**config.mk**
```make
export PLATFORM = sky130hd
export DESIGN_NAME = riscv_pipeline
export DESIGN_NICKNAME = d
export VERILOG_FILES = /design/src/hdl/riscv_pkg.sv /design/src/hdl/control.sv /design/src/hdl/decode.sv /design/src/hdl/execute.sv /design/src/hdl/fetch.sv /design/src/hdl/mem_stage.sv /design/src/hdl/riscv_pipeline.sv
export SDC_FILE = /design/constraint.sdc
export NUM_CORES = 2
export LEC_CHECK = 0
export BUFFER_PORTS_ARGS = -buffer_cell sky130_fd_sc_hd__buf_2
export CAP_MARGIN = 20
export CORE_ASPECT_RATIO = 0.8
export CORE_MARGIN = 4
export CORE_UTILIZATION = 53
export CTS_BUF_LIST = sky130_fd_sc_hd__clkbuf_4 sky130_fd_sc_hd__clkbuf_8
export DETAILED_ROUTE_END_ITERATION = 12
export MAX_ROUTING_LAYER = met4
export PLACE_DENSITY = 0.76
export SYNTH_ARGS = -nofsm -noshare
export SYNTH_HDL_FRONTEND = slang
export SYNTH_SLANG_ARGS = --single-unit
```
**constraint.sdc**
```tcl
create_clock -name clk -period 27.6 [get_ports clk]
set_input_delay 2.76 -clock clk [delete_from_list [all_inputs] [get_ports clk]]
set_output_delay 2.76 -clock clk [all_outputs]
set_load 0.005 [all_outputs]
```
**src/hdl/riscv_pkg.sv**
```systemverilog
// Widths, encodings, instruction formats and pipeline bundles
// shared by every stage of the RV32I core
package riscv_pkg;

	parameter int XLEN            = 32;
	parameter int REG_ADDR_W      = 5;
	parameter int IMEM_ADDR_W_DEF = 10;
	parameter int DMEM_ADDR_W_DEF = 10;

	// ADDI x0, x0, 0
	parameter logic [XLEN-1:0] NOP_INSTR = 32'h0000_0013;

	typedef enum logic [6:0] {
		OP_LUI    = 7'b0110111,
		OP_AUIPC  = 7'b0010111,
		OP_JAL    = 7'b1101111,
		OP_JALR   = 7'b1100111,
		OP_BRANCH = 7'b1100011,
		OP_LOAD   = 7'b0000011,
		OP_STORE  = 7'b0100011,
		OP_IMM    = 7'b0010011,
		OP_REG    = 7'b0110011
	} opcode_e;

	typedef enum logic [3:0] {
		ALU_ADD, ALU_SUB, ALU_SLL, ALU_SLT, ALU_SLTU, ALU_XOR,
		ALU_SRL, ALU_SRA, ALU_OR, ALU_AND, ALU_COPY_B, ALU_LINK
	} alu_op_e;

	typedef enum logic {A_REG, A_PC} a_sel_e;
	typedef enum logic {B_REG, B_IMM} b_sel_e;
	typedef enum logic [2:0] {IMM_I, IMM_S, IMM_B, IMM_U, IMM_J} imm_sel_e;
	typedef enum logic [1:0] {PC_PLUS4, PC_BR, PC_JAL, PC_JALR} pc_sel_e;
	typedef enum logic [1:0] {WB_ALU, WB_MEM, WB_PC4} wb_sel_e;
	typedef enum logic [1:0] {FWD_RF, FWD_MEM, FWD_WB} fwd_sel_e;

	typedef struct packed {
		logic [6:0] funct7;
		logic [REG_ADDR_W-1:0] rs2;
		logic [REG_ADDR_W-1:0] rs1;
		logic [2:0] funct3;
		logic [REG_ADDR_W-1:0] rd;
		opcode_e opcode;
	} r_fmt_t;

	typedef struct packed {
		logic [11:0] imm;
		logic [REG_ADDR_W-1:0] rs1;
		logic [2:0] funct3;
		logic [REG_ADDR_W-1:0] rd;
		opcode_e opcode;
	} i_fmt_t;

	typedef struct packed {
		logic [6:0] imm_hi;
		logic [REG_ADDR_W-1:0] rs2;
		logic [REG_ADDR_W-1:0] rs1;
		logic [2:0] funct3;
		logic [4:0] imm_lo;
		opcode_e opcode;
	} s_fmt_t;

	typedef struct packed {
		logic imm12;
		logic [5:0] imm10_5;
		logic [REG_ADDR_W-1:0] rs2;
		logic [REG_ADDR_W-1:0] rs1;
		logic [2:0] funct3;
		logic [3:0] imm4_1;
		logic imm11;
		opcode_e opcode;
	} b_fmt_t;

	typedef struct packed {
		logic [19:0] imm;
		logic [REG_ADDR_W-1:0] rd;
		opcode_e opcode;
	} u_fmt_t;

	typedef struct packed {
		logic imm20;
		logic [9:0] imm10_1;
		logic imm11;
		logic [7:0] imm19_12;
		logic [REG_ADDR_W-1:0] rd;
		opcode_e opcode;
	} j_fmt_t;

	typedef union packed {
		r_fmt_t r;
		i_fmt_t i;
		s_fmt_t s;
		b_fmt_t b;
		u_fmt_t u;
		j_fmt_t j;
	} rv_instr_u;

	typedef struct packed {
		logic [XLEN-1:0] pc;
		rv_instr_u instr;
	} if_id_t;

	typedef struct packed {
		logic [XLEN-1:0] pc;
		rv_instr_u instr;
		logic [XLEN-1:0] rs1_data;
		logic [XLEN-1:0] rs2_data;
		logic [XLEN-1:0] imm;
		logic [REG_ADDR_W-1:0] rs1_addr;
		logic [REG_ADDR_W-1:0] rs2_addr;
		logic [REG_ADDR_W-1:0] rd_addr;
	} id_ex_t;

	typedef struct packed {
		logic [XLEN-1:0] pc4;
		logic [XLEN-1:0] alu;
		logic [XLEN-1:0] store_data;
		logic [REG_ADDR_W-1:0] rd_addr;
	} ex_mem_t;

	typedef struct packed {
		logic [XLEN-1:0] data;
		logic [REG_ADDR_W-1:0] rd_addr;
	} mem_wb_t;

	typedef struct packed {
		a_sel_e a_sel;
		b_sel_e b_sel;
		alu_op_e alu_op;
	} ctrl_ex_t;

	typedef struct packed {
		logic mem_wr;
		logic mem_en;
	} ctrl_mem_t;

	typedef struct packed {
		wb_sel_e wb_sel;
		logic reg_en;
	} ctrl_wb_t;

	// addr is a word address into data memory
	typedef struct packed {
		logic [XLEN-1:0] addr;
		logic [XLEN-1:0] wdata;
		logic wr;
		logic en;
	} dmem_req_t;

	// Operand bypass mux, used for branches in ID and the ALU in EX
	function automatic logic [XLEN-1:0] fwd_pick(input fwd_sel_e sel,
			input logic [XLEN-1:0] rf_val, input logic [XLEN-1:0] mem_val,
			input logic [XLEN-1:0] wb_val);
		case (sel)
			FWD_MEM: fwd_pick = mem_val;
			FWD_WB:  fwd_pick = wb_val;
			default: fwd_pick = rf_val;
		endcase
	endfunction

endpackage

```
**src/hdl/control.sv**
```systemverilog
// Instruction decoder, control pipeline, hazard detection
// and bypass selects
`timescale 1ns/1ns
module control (
	input  logic                 clk,
	input  logic                 rst_n,
	input  riscv_pkg::if_id_t    if_id,
	input  logic                 br_true,
	input  riscv_pkg::id_ex_t    id_ex,
	input  riscv_pkg::ex_mem_t   ex_mem,
	input  riscv_pkg::mem_wb_t   wb,
	output riscv_pkg::pc_sel_e   pc_sel,
	output riscv_pkg::imm_sel_e  imm_sel,
	output logic [2:0]           br_op,
	output riscv_pkg::ctrl_ex_t  ctrl_ex,
	output riscv_pkg::ctrl_mem_t ctrl_mem,
	output riscv_pkg::ctrl_wb_t  ctrl_wb,
	output logic                 reg_en,
	output logic                 stall_if,
	output logic                 flush_if,
	output logic                 stall_id,
	output logic                 flush_id,
	output riscv_pkg::fwd_sel_e  branch_a_sel,
	output riscv_pkg::fwd_sel_e  branch_b_sel,
	output riscv_pkg::fwd_sel_e  forward_a_sel,
	output riscv_pkg::fwd_sel_e  forward_b_sel
);
	import riscv_pkg::*;

	rv_instr_u instr;
	ctrl_ex_t dec_ex;
	ctrl_mem_t dec_mem;
	ctrl_wb_t dec_wb;
	// MEM and WB bundles while the instruction sits in EX
	ctrl_mem_t mem_in_ex;
	ctrl_wb_t wb_in_ex;
	logic uses_rs1;
	logic uses_rs2;
	logic is_branch;
	logic is_jal;
	logic is_jalr;
	logic no_effect;
	logic ex_hit1;
	logic ex_hit2;
	logic mem_hit1;
	logic mem_hit2;
	logic wb_hit1;
	logic wb_hit2;
	logic load_use;
	logic br_dep;
	logic hazard;

	assign instr = if_id.instr;
	assign br_op = instr.b.funct3;

	function automatic alu_op_e alu_decode(input logic [2:0] funct3, input logic alt,
			input logic is_reg);
		case (funct3)
			3'b000:  alu_decode = (is_reg && alt) ? ALU_SUB : ALU_ADD;
			3'b001:  alu_decode = ALU_SLL;
			3'b010:  alu_decode = ALU_SLT;
			3'b011:  alu_decode = ALU_SLTU;
			3'b100:  alu_decode = ALU_XOR;
			3'b101:  alu_decode = alt ? ALU_SRA : ALU_SRL;
			3'b110:  alu_decode = ALU_OR;
			default: alu_decode = ALU_AND;
		endcase
	endfunction

	// Producer match; x0 is never a bypass source
	function automatic logic hit(input logic [REG_ADDR_W-1:0] rs,
			input logic [REG_ADDR_W-1:0] rd, input logic wr_en, input logic used);
		hit = used && wr_en && (rd != '0) && (rs == rd);
	endfunction

	always_comb begin
		dec_ex    = '{a_sel: A_REG, b_sel: B_IMM, alu_op: ALU_ADD};
		dec_mem   = '0;
		dec_wb    = '{wb_sel: WB_ALU, reg_en: 1'b0};
		imm_sel   = IMM_I;
		uses_rs1  = 1'b0;
		uses_rs2  = 1'b0;
		is_branch = 1'b0;
		is_jal    = 1'b0;
		is_jalr   = 1'b0;
		no_effect = 1'b0;
		case (instr.r.opcode)
			OP_LUI: begin
				imm_sel       = IMM_U;
				dec_ex.alu_op = ALU_COPY_B;
				dec_wb.reg_en = 1'b1;
			end
			OP_AUIPC: begin
				imm_sel       = IMM_U;
				dec_ex.a_sel  = A_PC;
				dec_wb.reg_en = 1'b1;
			end
			OP_JAL: begin
				imm_sel = IMM_J;
				dec_ex  = '{a_sel: A_PC, b_sel: B_IMM, alu_op: ALU_LINK};
				dec_wb  = '{wb_sel: WB_PC4, reg_en: 1'b1};
				is_jal  = 1'b1;
			end
			OP_JALR: begin
				dec_ex   = '{a_sel: A_PC, b_sel: B_IMM, alu_op: ALU_LINK};
				dec_wb   = '{wb_sel: WB_PC4, reg_en: 1'b1};
				uses_rs1 = 1'b1;
				is_jalr  = 1'b1;
			end
			OP_BRANCH: begin
				imm_sel   = IMM_B;
				uses_rs1  = 1'b1;
				uses_rs2  = 1'b1;
				is_branch = 1'b1;
				// Fully resolved here, nothing left for EX
				no_effect = 1'b1;
			end
			OP_LOAD: begin
				uses_rs1       = 1'b1;
				dec_mem.mem_en = 1'b1;
				dec_wb         = '{wb_sel: WB_MEM, reg_en: 1'b1};
			end
			OP_STORE: begin
				imm_sel  = IMM_S;
				uses_rs1 = 1'b1;
				uses_rs2 = 1'b1;
				dec_mem  = '{mem_wr: 1'b1, mem_en: 1'b1};
			end
			OP_IMM: begin
				uses_rs1      = 1'b1;
				dec_ex.alu_op = alu_decode(instr.r.funct3, instr.r.funct7[5], 1'b0);
				dec_wb.reg_en = 1'b1;
			end
			OP_REG: begin
				uses_rs1      = 1'b1;
				uses_rs2      = 1'b1;
				dec_ex.b_sel  = B_REG;
				dec_ex.alu_op = alu_decode(instr.r.funct3, instr.r.funct7[5], 1'b1);
				dec_wb.reg_en = 1'b1;
			end
			// FENCE, SYSTEM and unknown opcodes
			default: no_effect = 1'b1;
		endcase
	end

	// ID sources against producers in EX, MEM and WB
	assign ex_hit1  = hit(instr.r.rs1, id_ex.rd_addr, wb_in_ex.reg_en, uses_rs1);
	assign ex_hit2  = hit(instr.r.rs2, id_ex.rd_addr, wb_in_ex.reg_en, uses_rs2);
	assign mem_hit1 = hit(instr.r.rs1, ex_mem.rd_addr, ctrl_wb.reg_en, uses_rs1);
	assign mem_hit2 = hit(instr.r.rs2, ex_mem.rd_addr, ctrl_wb.reg_en, uses_rs2);
	assign wb_hit1  = hit(instr.r.rs1, wb.rd_addr, reg_en, uses_rs1);
	assign wb_hit2  = hit(instr.r.rs2, wb.rd_addr, reg_en, uses_rs2);

	assign load_use = (wb_in_ex.wb_sel == WB_MEM) && (ex_hit1 || ex_hit2);
	// Branch compare needs the value by ID, a load in MEM is still too late
	assign br_dep = (is_branch || is_jalr) && (ex_hit1 || ex_hit2 ||
		((ctrl_wb.wb_sel == WB_MEM) && (mem_hit1 || mem_hit2)));
	assign hazard = load_use || br_dep;

	assign stall_if = hazard;
	assign stall_id = hazard;
	assign flush_id = no_effect;

	always_comb begin
		pc_sel = PC_PLUS4;
		if (!hazard) begin
			if (is_jal)
				pc_sel = PC_JAL;
			else if (is_jalr)
				pc_sel = PC_JALR;
			else if (is_branch && br_true)
				pc_sel = PC_BR;
		end
	end

	assign flush_if = (pc_sel != PC_PLUS4);

	assign branch_a_sel = mem_hit1 ? FWD_MEM : (wb_hit1 ? FWD_WB : FWD_RF);
	assign branch_b_sel = mem_hit2 ? FWD_MEM : (wb_hit2 ? FWD_WB : FWD_RF);

	// EX operand bypass, nearest producer first
	assign forward_a_sel = hit(id_ex.rs1_addr, ex_mem.rd_addr, ctrl_wb.reg_en, 1'b1) ?
		FWD_MEM : (hit(id_ex.rs1_addr, wb.rd_addr, reg_en, 1'b1) ? FWD_WB : FWD_RF);
	assign forward_b_sel = hit(id_ex.rs2_addr, ex_mem.rd_addr, ctrl_wb.reg_en, 1'b1) ?
		FWD_MEM : (hit(id_ex.rs2_addr, wb.rd_addr, reg_en, 1'b1) ? FWD_WB : FWD_RF);

	always_ff @(posedge clk or negedge rst_n) begin
		if (!rst_n) begin
			ctrl_ex   <= '0;
			mem_in_ex <= '0;
			wb_in_ex  <= '0;
			ctrl_mem  <= '0;
			ctrl_wb   <= '0;
			reg_en    <= 1'b0;
		end else begin
			if (hazard || no_effect) begin
				ctrl_ex   <= '0;
				mem_in_ex <= '0;
				wb_in_ex  <= '0;
			end else begin
				ctrl_ex   <= dec_ex;
				mem_in_ex <= dec_mem;
				wb_in_ex  <= dec_wb;
			end
			ctrl_mem <= mem_in_ex;
			ctrl_wb  <= wb_in_ex;
			reg_en   <= ctrl_wb.reg_en;
		end
	end

endmodule

```
**src/hdl/decode.sv**
```systemverilog
// Register file, immediate generation, branch resolution
// and the ID/EX register
`timescale 1ns/1ns
module decode (
	input  logic                       clk,
	input  logic                       rst_n,
	input  riscv_pkg::if_id_t          if_id,
	input  riscv_pkg::mem_wb_t         wb,
	input  logic                       reg_en,
	input  riscv_pkg::imm_sel_e        imm_sel,
	input  logic [2:0]                 br_op,
	input  riscv_pkg::fwd_sel_e        branch_a_sel,
	input  riscv_pkg::fwd_sel_e        branch_b_sel,
	input  logic [riscv_pkg::XLEN-1:0] fwd_mem,
	input  logic                       stall_id,
	input  logic                       flush_id,
	output riscv_pkg::id_ex_t          id_ex,
	output logic                       br_true,
	output logic [riscv_pkg::XLEN-1:0] br_target,
	output logic [riscv_pkg::XLEN-1:0] jal_target,
	output logic [riscv_pkg::XLEN-1:0] jalr_target
);
	import riscv_pkg::*;

	localparam id_ex_t ID_EX_NOP = '{instr: NOP_INSTR, default: '0};

	// x0 is hardwired, so no storage for it
	logic [XLEN-1:0] regs [1:31];
	rv_instr_u instr;
	logic [XLEN-1:0] rs1_data;
	logic [XLEN-1:0] rs2_data;
	logic [XLEN-1:0] br_a;
	logic [XLEN-1:0] br_b;
	logic [XLEN-1:0] imm_i;
	logic [XLEN-1:0] imm_s;
	logic [XLEN-1:0] imm_b;
	logic [XLEN-1:0] imm_u;
	logic [XLEN-1:0] imm_j;
	logic [XLEN-1:0] imm;
	logic [XLEN-1:0] jalr_sum;

	assign instr = if_id.instr;

	// Read port with write-through from the WB stage
	function automatic logic [XLEN-1:0] rf_read(input logic [REG_ADDR_W-1:0] addr);
		if (addr == '0)
			rf_read = '0;
		else if (reg_en && wb.rd_addr == addr)
			rf_read = wb.data;
		else
			rf_read = regs[addr];
	endfunction

	always_ff @(posedge clk) begin
		if (reg_en && wb.rd_addr != '0)
			regs[wb.rd_addr] <= wb.data;
	end

	assign rs1_data = rf_read(instr.r.rs1);
	assign rs2_data = rf_read(instr.r.rs2);

	assign imm_i = {{20{instr.i.imm[11]}}, instr.i.imm};
	assign imm_s = {{20{instr.s.imm_hi[6]}}, instr.s.imm_hi, instr.s.imm_lo};
	assign imm_b = {{19{instr.b.imm12}}, instr.b.imm12, instr.b.imm11,
		instr.b.imm10_5, instr.b.imm4_1, 1'b0};
	assign imm_u = {instr.u.imm, 12'b0};
	assign imm_j = {{11{instr.j.imm20}}, instr.j.imm20, instr.j.imm19_12,
		instr.j.imm11, instr.j.imm10_1, 1'b0};

	always_comb begin
		case (imm_sel)
			IMM_S:   imm = imm_s;
			IMM_B:   imm = imm_b;
			IMM_U:   imm = imm_u;
			IMM_J:   imm = imm_j;
			default: imm = imm_i;
		endcase
	end

	// Branch operands may come from instructions still in flight
	assign br_a = fwd_pick(branch_a_sel, rs1_data, fwd_mem, wb.data);
	assign br_b = fwd_pick(branch_b_sel, rs2_data, fwd_mem, wb.data);

	always_comb begin
		case (br_op)
			3'b000:  br_true = (br_a == br_b);
			3'b001:  br_true = (br_a != br_b);
			3'b100:  br_true = ($signed(br_a) < $signed(br_b));
			3'b101:  br_true = ($signed(br_a) >= $signed(br_b));
			3'b110:  br_true = (br_a < br_b);
			3'b111:  br_true = (br_a >= br_b);
			default: br_true = 1'b0;
		endcase
	end

	assign br_target   = if_id.pc + imm_b;
	assign jal_target  = if_id.pc + imm_j;
	assign jalr_sum    = br_a + imm_i;
	assign jalr_target = {jalr_sum[XLEN-1:1], 1'b0};

	always_ff @(posedge clk or negedge rst_n) begin
		if (!rst_n) begin
			id_ex <= ID_EX_NOP;
		end else if (stall_id || flush_id) begin
			// Bubble into EX
			id_ex <= ID_EX_NOP;
		end else begin
			id_ex.pc       <= if_id.pc;
			id_ex.instr    <= instr;
			id_ex.rs1_data <= rs1_data;
			id_ex.rs2_data <= rs2_data;
			id_ex.imm      <= imm;
			id_ex.rs1_addr <= instr.r.rs1;
			id_ex.rs2_addr <= instr.r.rs2;
			id_ex.rd_addr  <= instr.r.rd;
		end
	end

endmodule

```
**src/hdl/execute.sv**
```systemverilog
// Operand bypass, ALU and the EX/MEM register
`timescale 1ns/1ns
module execute (
	input  logic                       clk,
	input  logic                       rst_n,
	input  riscv_pkg::id_ex_t          id_ex,
	input  riscv_pkg::ctrl_ex_t        ctrl_ex,
	input  riscv_pkg::fwd_sel_e        forward_a_sel,
	input  riscv_pkg::fwd_sel_e        forward_b_sel,
	input  logic [riscv_pkg::XLEN-1:0] fwd_wb,
	output riscv_pkg::ex_mem_t         ex_mem
);
	import riscv_pkg::*;

	logic [XLEN-1:0] rs1_val;
	logic [XLEN-1:0] rs2_val;
	logic [XLEN-1:0] op_a;
	logic [XLEN-1:0] op_b;
	logic [XLEN-1:0] alu_out;
	logic [4:0] shamt;

	// EX/MEM bypass comes straight from our own output register
	assign rs1_val = fwd_pick(forward_a_sel, id_ex.rs1_data, ex_mem.alu, fwd_wb);
	assign rs2_val = fwd_pick(forward_b_sel, id_ex.rs2_data, ex_mem.alu, fwd_wb);

	assign op_a  = (ctrl_ex.a_sel == A_PC) ? id_ex.pc : rs1_val;
	assign op_b  = (ctrl_ex.b_sel == B_IMM) ? id_ex.imm : rs2_val;
	assign shamt = op_b[4:0];

	always_comb begin
		case (ctrl_ex.alu_op)
			ALU_SUB:    alu_out = op_a - op_b;
			ALU_SLL:    alu_out = op_a << shamt;
			ALU_SLT:    alu_out = {{(XLEN-1){1'b0}}, $signed(op_a) < $signed(op_b)};
			ALU_SLTU:   alu_out = {{(XLEN-1){1'b0}}, op_a < op_b};
			ALU_XOR:    alu_out = op_a ^ op_b;
			ALU_SRL:    alu_out = op_a >> shamt;
			ALU_SRA:    alu_out = $signed(op_a) >>> shamt;
			ALU_OR:     alu_out = op_a | op_b;
			ALU_AND:    alu_out = op_a & op_b;
			ALU_COPY_B: alu_out = op_b;
			// Link value, so a jump's rd can be bypassed like any ALU result
			ALU_LINK:   alu_out = op_a + 32'd4;
			default:    alu_out = op_a + op_b;
		endcase
	end

	always_ff @(posedge clk or negedge rst_n) begin
		if (!rst_n) begin
			ex_mem <= '0;
		end else begin
			ex_mem.pc4        <= id_ex.pc + 32'd4;
			ex_mem.alu        <= alu_out;
			ex_mem.store_data <= rs2_val;
			ex_mem.rd_addr    <= id_ex.rd_addr;
		end
	end

endmodule

```
**src/hdl/fetch.sv**
```systemverilog
// Program counter, next-PC mux and the IF/ID register
`timescale 1ns/1ns
module fetch #(
	parameter int IMEM_ADDR_W = riscv_pkg::IMEM_ADDR_W_DEF
) (
	input  logic                       clk,
	input  logic                       rst_n,
	input  riscv_pkg::pc_sel_e         pc_sel,
	input  logic [riscv_pkg::XLEN-1:0] br_target,
	input  logic [riscv_pkg::XLEN-1:0] jal_target,
	input  logic [riscv_pkg::XLEN-1:0] jalr_target,
	input  logic                       stall_if,
	input  logic                       flush_if,
	input  logic [riscv_pkg::XLEN-1:0] instr_imem,
	output logic [IMEM_ADDR_W-1:0]     pc_imem,
	output riscv_pkg::if_id_t          if_id
);
	import riscv_pkg::*;

	logic [XLEN-1:0] pc;
	logic [XLEN-1:0] pc_next;

	// Instruction memory is word addressed
	assign pc_imem = pc[IMEM_ADDR_W+1:2];

	always_comb begin
		case (pc_sel)
			PC_BR:   pc_next = br_target;
			PC_JAL:  pc_next = jal_target;
			PC_JALR: pc_next = jalr_target;
			default: pc_next = pc + 32'd4;
		endcase
	end

	always_ff @(posedge clk or negedge rst_n) begin
		if (!rst_n) begin
			pc          <= '0;
			if_id.pc    <= '0;
			if_id.instr <= NOP_INSTR;
		end else if (!stall_if) begin
			pc       <= pc_next;
			if_id.pc <= pc;
			// Wrong-path instruction behind a taken redirect
			if (flush_if)
				if_id.instr <= NOP_INSTR;
			else
				if_id.instr <= instr_imem;
		end
	end

endmodule

```
**src/hdl/mem_stage.sv**
```systemverilog
// Data memory request, writeback select and the MEM/WB register
`timescale 1ns/1ns
module mem_stage #(
	parameter int DMEM_ADDR_W = riscv_pkg::DMEM_ADDR_W_DEF
) (
	input  logic                       clk,
	input  logic                       rst_n,
	input  riscv_pkg::ex_mem_t         ex_mem,
	input  riscv_pkg::ctrl_mem_t       ctrl_mem,
	input  riscv_pkg::ctrl_wb_t        ctrl_wb,
	input  logic [riscv_pkg::XLEN-1:0] dmem_rdata,
	output riscv_pkg::dmem_req_t       dmem_req,
	output riscv_pkg::mem_wb_t         wb
);
	import riscv_pkg::*;

	logic [XLEN-1:0] wb_data;

	// Word accesses only, byte offset dropped
	assign dmem_req.addr  = {{(XLEN-DMEM_ADDR_W){1'b0}}, ex_mem.alu[DMEM_ADDR_W+1:2]};
	assign dmem_req.wdata = ex_mem.store_data;
	assign dmem_req.wr    = ctrl_mem.mem_wr;
	assign dmem_req.en    = ctrl_mem.mem_en;

	always_comb begin
		case (ctrl_wb.wb_sel)
			WB_MEM:  wb_data = dmem_rdata;
			WB_PC4:  wb_data = ex_mem.pc4;
			default: wb_data = ex_mem.alu;
		endcase
	end

	always_ff @(posedge clk or negedge rst_n) begin
		if (!rst_n) begin
			wb <= '0;
		end else begin
			wb.data <= wb_data;
			// No write means rd reads as x0 downstream
			wb.rd_addr <= ctrl_wb.reg_en ? ex_mem.rd_addr : '0;
		end
	end

endmodule

```
**src/hdl/riscv_pipeline.sv**
```systemverilog
// Five-stage RV32I core top level with instruction and data memory ports
`timescale 1ns/1ns
module riscv_pipeline #(
	parameter int IMEM_ADDR_W = riscv_pkg::IMEM_ADDR_W_DEF,
	parameter int DMEM_ADDR_W = riscv_pkg::DMEM_ADDR_W_DEF
) (
	input  logic                       clk,
	input  logic                       rst_n,
	output logic [IMEM_ADDR_W-1:0]     pc_imem,
	input  logic [riscv_pkg::XLEN-1:0] instr_imem,
	output riscv_pkg::dmem_req_t       dmem_req,
	input  logic [riscv_pkg::XLEN-1:0] dmem_rdata
);
	import riscv_pkg::*;

	// Stage registers
	if_id_t if_id;
	id_ex_t id_ex;
	ex_mem_t ex_mem;
	mem_wb_t wb;

	// Redirects resolved in ID
	logic br_true;
	logic [XLEN-1:0] br_target;
	logic [XLEN-1:0] jal_target;
	logic [XLEN-1:0] jalr_target;

	pc_sel_e pc_sel;
	imm_sel_e imm_sel;
	logic [2:0] br_op;
	ctrl_ex_t ctrl_ex;
	ctrl_mem_t ctrl_mem;
	ctrl_wb_t ctrl_wb;
	logic reg_en;

	logic stall_if;
	logic flush_if;
	logic stall_id;
	logic flush_id;
	fwd_sel_e branch_a_sel;
	fwd_sel_e branch_b_sel;
	fwd_sel_e forward_a_sel;
	fwd_sel_e forward_b_sel;

	fetch #(
		.IMEM_ADDR_W(IMEM_ADDR_W)
	) fetch_inst (
		.clk(clk),
		.rst_n(rst_n),
		.pc_sel(pc_sel),
		.br_target(br_target),
		.jal_target(jal_target),
		.jalr_target(jalr_target),
		.stall_if(stall_if),
		.flush_if(flush_if),
		.instr_imem(instr_imem),
		.pc_imem(pc_imem),
		.if_id(if_id)
	);

	decode decode_inst (
		.clk(clk),
		.rst_n(rst_n),
		.if_id(if_id),
		.wb(wb),
		.reg_en(reg_en),
		.imm_sel(imm_sel),
		.br_op(br_op),
		.branch_a_sel(branch_a_sel),
		.branch_b_sel(branch_b_sel),
		.fwd_mem(ex_mem.alu),
		.stall_id(stall_id),
		.flush_id(flush_id),
		.id_ex(id_ex),
		.br_true(br_true),
		.br_target(br_target),
		.jal_target(jal_target),
		.jalr_target(jalr_target)
	);

	execute execute_inst (
		.clk(clk),
		.rst_n(rst_n),
		.id_ex(id_ex),
		.ctrl_ex(ctrl_ex),
		.forward_a_sel(forward_a_sel),
		.forward_b_sel(forward_b_sel),
		.fwd_wb(wb.data),
		.ex_mem(ex_mem)
	);

	mem_stage #(
		.DMEM_ADDR_W(DMEM_ADDR_W)
	) mem_stage_inst (
		.clk(clk),
		.rst_n(rst_n),
		.ex_mem(ex_mem),
		.ctrl_mem(ctrl_mem),
		.ctrl_wb(ctrl_wb),
		.dmem_rdata(dmem_rdata),
		.dmem_req(dmem_req),
		.wb(wb)
	);

	control control_inst (
		.clk(clk),
		.rst_n(rst_n),
		.if_id(if_id),
		.br_true(br_true),
		.id_ex(id_ex),
		.ex_mem(ex_mem),
		.wb(wb),
		.pc_sel(pc_sel),
		.imm_sel(imm_sel),
		.br_op(br_op),
		.ctrl_ex(ctrl_ex),
		.ctrl_mem(ctrl_mem),
		.ctrl_wb(ctrl_wb),
		.reg_en(reg_en),
		.stall_if(stall_if),
		.flush_if(flush_if),
		.stall_id(stall_id),
		.flush_id(flush_id),
		.branch_a_sel(branch_a_sel),
		.branch_b_sel(branch_b_sel),
		.forward_a_sel(forward_a_sel),
		.forward_b_sel(forward_b_sel)
	);

endmodule

```
# Word-level counts from Yosys, hierarchy flattened
# Memories as Yosys holds them, arrays and structs flattened.
# Cells that the tools add are included.
[word_totals]
reg_bits = 394
latchBits = 0
ram_bits = 992
rom_bits = 0
inputBits = 66
output_inout_bits = 76
elab_cells = 212
n_memories = 1
[mem_list]
columns = ["name", "depth", "word_bits", "rd", "rd_clocked_by_memory_dff", "write_ports", "line", "rtl"]
rows = [
  ["decode_inst.regs", 31, 32, 2, 0, 1, "decode.sv:28", "logic [XLEN-1:0] regs [1:31];"],
]
[op_classes]
n_addsub = 8
n_mul = 0
div_mod_pow = 0
n_lt_le_gt_ge = 6
n_eq_ne = 59
shifts = 3
n_mux = 53
n_bitwise = 3
reduce_logical = 51
[ops]
columns = ["op", "n"]
rows = [
  ["32-bit case mux with 11 select lines", 1],
  ["32-bit case mux with 2 select lines", 5],
  ["32-bit two-way mux", 7],
  ["175-bit two-way mux", 1],
  ["32-bit adder", 4],
  ["32-bit less-than comparator", 4],
  ["31-bit case mux with 4 select lines", 1],
  ["32-bit by 3-bit adder with 32-bit output, second input constant", 3],
  ["32-bit case mux with 3 select lines", 1],
  ["32-bit >= comparator", 2],
  ["5-bit equality test", 12],
  ["4-bit case mux with 7 select lines", 2],
  ["32-bit bitwise AND", 1],
  ["32-bit equality test", 1],
  ["32-bit != test", 1],
  ["32-bit bitwise OR", 1],
  ["32-bit by 5-bit << shifter with 32-bit output", 1],
  ["32-bit by 5-bit >> shifter with 32-bit output", 1],
  ["32-bit by 5-bit >>> shifter with 32-bit output", 1],
  ["32-bit subtractor", 1],
  ["32-bit XOR", 1],
  ["1-bit logical AND", 30],
  ["2-bit two-way mux", 12],
  ["7-bit by 6-bit equality test with 1-bit output, second input constant", 3],
  ["30 further kinds", 86],
]

# Depth between registers and ports, before layout
[logic_depth]
word_depth = 19
depth_mapped = 43
ltp_nobuf = 38

# Modules after synthesis
# Synthesis repeated with hierarchy kept, for this count alone.
[unflattened]
cells_unflattened = 6738
area_unflattened_um2 = 82311.4
[modules_own_cells]
columns = ["module", "n_inst", "cells_each", "area_per_inst_um2", "seq_area_each_um2"]
rows = [
  ["decode", 1, 3791, 58413.5, 33771.1],
  ["execute", 1, 1989, 14858.0, 2527.4],
  ["fetch", 1, 534, 5263.8, 2406.1],
  ["mem_stage", 1, 222, 2100.8, 925.9],
  ["control", 1, 202, 1675.4, 425.4],
]

# Worst setup path after synthesis
# Ideal clock, no wire load.
[synth_timing]
kind = "register -> register"
from = "register, netlist name fetch_inst.if_id[15]"
to = "register fetch_inst.pc[31]"
arrival_time_ns = 9.369
required_time_ns = 27.471
path_slack_ns = 18.103
path_stages_with_launch = 42
n_path_buf = 6
synth_period_minus_slack_ns = 9.497
path_cell_list = "dfrtp_1 buf_2 buf_2 buf_2 buf_1 buf_1 mux4_2 mux2_2 a221oi_1 o31ai_1 nand2_1 o22ai_1 ha_1 a21o_1 a21o_1 a21o_1 a21o_1 a21o_1 [... 6 more ...] or3_1 ha_1 clkbuf_1 mux2_2 ha_1 fa_1 a21o_1 a21oi_1 o21bai_1 a21oi_1 o21ai_0 a211o_1 a31oi_1 o31ai_1 a211oi_1 xnor2_1 a31oi_1 o21ai_0"
[synth_via]
elab_chain_len = 15
word_cells_on_any_way = 42
classes_between = "add/sub: 2; order compare: 4; eq/ne: 11; mux: 11; reduce/logical: 13; memory: 1"
[synth_rtl]
columns = ["element", "line", "rtl"]
rows = [
  ["parallel branches: the longest is 15 deep, another holds memory 31 x 32 bit", "-", ""],
  ["end signal, assigned", "fetch.sv:41", "pc <= pc_next;"],
  ["end, declared", "fetch.sv:20", "logic [XLEN-1:0] pc;"],
]
# Several ways; the timed one is not identified.
# A chain may end at the register's enable or synchronous reset.

# Worst setup path in the final report
[layout_timing]
from = "register, netlist name fetch_inst.if_id[20]"
to = "register fetch_inst.pc[31]"
[layout_via]
elab_chain_len = 15
word_cells_on_any_way = 42
classes_between = "add/sub: 2; order compare: 4; eq/ne: 11; mux: 11; reduce/logical: 13; memory: 1"
[layout_rtl]
columns = ["element"]
rows = [
  ["parallel branches: the longest is 15 deep, another holds memory 31 x 32 bit"],
]
# Several ways; the timed one is not identified.

==> flow_summary.yaml <==
drt:
  wl_per_cell_um: 35.5
  detail-route-antenna-nets: 0
  drt-initial-drc-count: 10600
  via_per_inst: 7.16
  drt-total-wl_um: 302000
  vias: 61100
  drc: 0
  first_pass_iters: 7
floorplan:
  die_h_um: 353
  initial_core_util_pct: 53.4
  core-area_um2: 148000
  die_x_um: 439
  dieArea_um2: 155000
  fp-row-count: 126
  ioPinCount: 142
clock_network:
  cts_root_buf: "clkbuf_8"
  cts_max_path_buffers: 3
  cts_resized: 0
  cts_setup_buffers: 0
  clk_pin_slew_ns: 0.06
  htree_levels: 4
  cts_tree: "built"
  clk_latency_ns: 1.00
  cts.sinks: 1386
  holdBufCountCts: 0
  cts_made_buffers: 211
flow_run:
  drv_cap: 0
placement:
  placed_cell_area_um2: 81400
  dp_hpwl_um: 202000
  place_congestion: 1.08
  io_buffers: 119
  dp.cells: 8134
  dp_slack_ns: 14.60
finish:
  syn2layout_area_growth_pct: 8.87
  fill_cells: 11700
  nets: 6640
  final_area_um2: 85900
  final_cell_count_no_fill: 8530
  drive_gt1_share_pct: 20.8
worst_setup_path:
  arrival_ns: 14.00
  cp_common_cell: "a21o_1"
  cp-start-kind: "register"
  cp_data_required_time_ns: 28.43
  path_class: "reg2reg"
  crit_fanout: 94
  cp-end-kind: "register"
  slowest_delay_ns: 0.85
  cp_slowest_cell: "buf_4"
status:
  violations: "slew limit"
  status: "finished, violations left"
synth:
  async_reset_ff_share_pct: 28.4
  yosys-top-cells-area: "edfxtp_1 38%, mux4_2 14%, dfrtp_1 12%, mux2i_1 3.7%, ha_1 3.2%"
  synth_seq_cells: 1386
  postSynthAreaPerCell_um2: 12.4
  synth-edff-count: 992
  synth.most_common_cell: "edfxtp_1"
  synth_flop_cell: "edfxtp_1"
  syn_inst: 6372
  synth.yosys.seq_area_share_pct: 50.3
  synthTopCellsByCount: "992 x edfxtp_1, 630 x nand2_1, 483 x mux4_2"
  synth_top_area_share_pct: 37.8
  synthesis.area_um2: 78900
  yosysUniqueCellTypes: 115
  ys.warnings.count: 0
  yosys.area.top_type: "edfxtp_1"
timing:
  grt_setup_unrepaired: "false"
  slew_violations: 1
  relSlewSlack_pct: -5.49
  fmax_ghz: 0.0759
  timing.final.crit_share_pct: 47.7
  fin_skew_ns: 0.0727
  setup_ws_ns: 14.43
  hold_viol: 0
  period_minus_slack_ns: 13.17
  tns_ns: 0
  finalSetupViolCount: 0
  tightest_slew_ns: 1.58
grt:
  grt_antenna_before_repair: 15
  grt_max_degree: 154
  grt_pass1_vias: 58300
  grt_pass1_wl_um: 430000
  gr-total-overflow: 0
  grt_usage_pct: 39.7
power_and_ir_drop:
  p_per_area_nw_per_um2: 60.0
  cellLeakagePower_nw: 32.1
  ir_drop_uv: 59.1
hold_path:
  hp-class: "reg2reg"
## registers in the layout, summed over array words and instances, names as in the netlist
register and flops:
control_inst.ctrl_ex 6, control_inst.ctrl_mem 2, control_inst.ctrl_wb 3, control_inst.mem_in_ex 2
control_inst.reg_en 1, control_inst.wb_in_ex 3, decode_inst.id_ex 143, decode_inst.regs 992
execute_inst.ex_mem 101, fetch_inst.if_id 64, fetch_inst.pc 32, mem_stage_inst.wb 37
## metrics by stage
| stage | power [mW] | hold slack (ns) | util [%] |
|---|---|---|---|
| after floorplan | 3.03 | 0.331 | - |
| after CTS | 5.12 | 0.356 | 58.1 |
| final | 5.15 | 0.355 | 58.1 |
| after global placement | 3.35 | 0.336 | 55.1 |
| after global routing | 5.33 | 0.377 | 58.1 |
| after detailed placement | 3.36 | 0.338 | 55.1 |
## worst paths after layout
kind / from / to / slack [ns] / cells past startpoint
max in group asynchronous: rst_n / mem_stage_inst.wb[19] / 23.33 / 3
hold reg to reg: control_inst.mem_in_ex[1] / control_inst.ctrl_mem[1] / 0.36 / 0
hold / removal: control_inst.mem_in_ex[1] / control_inst.ctrl_mem[1] / 0.36 / 0
setup / recovery: fetch_inst.if_id[20] / fetch_inst.pc[31] / 14.43 / 40
setup reg to reg: fetch_inst.if_id[20] / fetch_inst.pc[31] / 14.43 / 40
min in group asynchronous: rst_n / fetch_inst.if_id[57] / 1.84 / 1
## cell families after synthesis
family                     count (synthesis)  share of synthesized area [%]
AOI/OAI and AO/OA                       1503                           12.9
xor gates and xnor gates                 177                           1.97
adders and majority gates                205                           3.29
buffers and inverters                    690                           3.87
DFF                                     1386                           50.3
muxes                                    840                           18.4
other                                      1                        0.00475
and+or+nand+nor                         1570                           9.28
## layout by cell type, fill, tap and decap left out, drive strengths merged, types with 82 or more instances in the layout
cell    instances
a211oi        115
a21oi         373
a221oi        100
and2           83
buf           317
clkbuf        287
dfrtp         391
edfxtp        992
ha            201
inv           139
mux2i         290
mux4          483
nand2         632
nand3         120
nor2          367
nor3           82
o21ai         247
xnor2         134
## area by class of cell
cell class	instances	area (um2)	area share [%]
Clock buffer	286	3570	4.15
Inverter	135	510	0.594
Clock inverter	92	764	0.890
Multi-Input combinational cell	4317	36700	42.7
Sequential cell	1386	39700	46.2
Antenna cell	12	30.0	0.0350
Tap cell	1984	2480	2.89
Timing Repair Buffer	318	2170	2.53
## report_power, final
group | internal [mW] | switching (mW)
Clock | 0.935 | 0.854
Sequential | 2.32 | 0.103
Combinational | 0.349 | 0.597
Total | 3.60 | 1.55
## metal layers
layer,vias to the layer above,GRT usage [%],part of all wire [%]
li1,24700,-,-
met1,30500,56.4,39
met2,5070,51.3,40
met3,838,14.3,16
met4,0,16.8,4.9
met5,-,-,0
## worst max-delay path: cells and delay by family, from the launching register on
kind                     cells  cell delay (ns)
XOR/XNOR                     1             0.11
adder cells (fa/ha/maj)      4             1.44
multiplexers                 3             1.48
buffers and inverters        4             2.89
flip-flops                   1             0.73
AO/OA/AOI/OAI               23             5.27
AND/OR/NAND/NOR              5             0.90
Note: power is estimated with default switching activity, not from simulation.
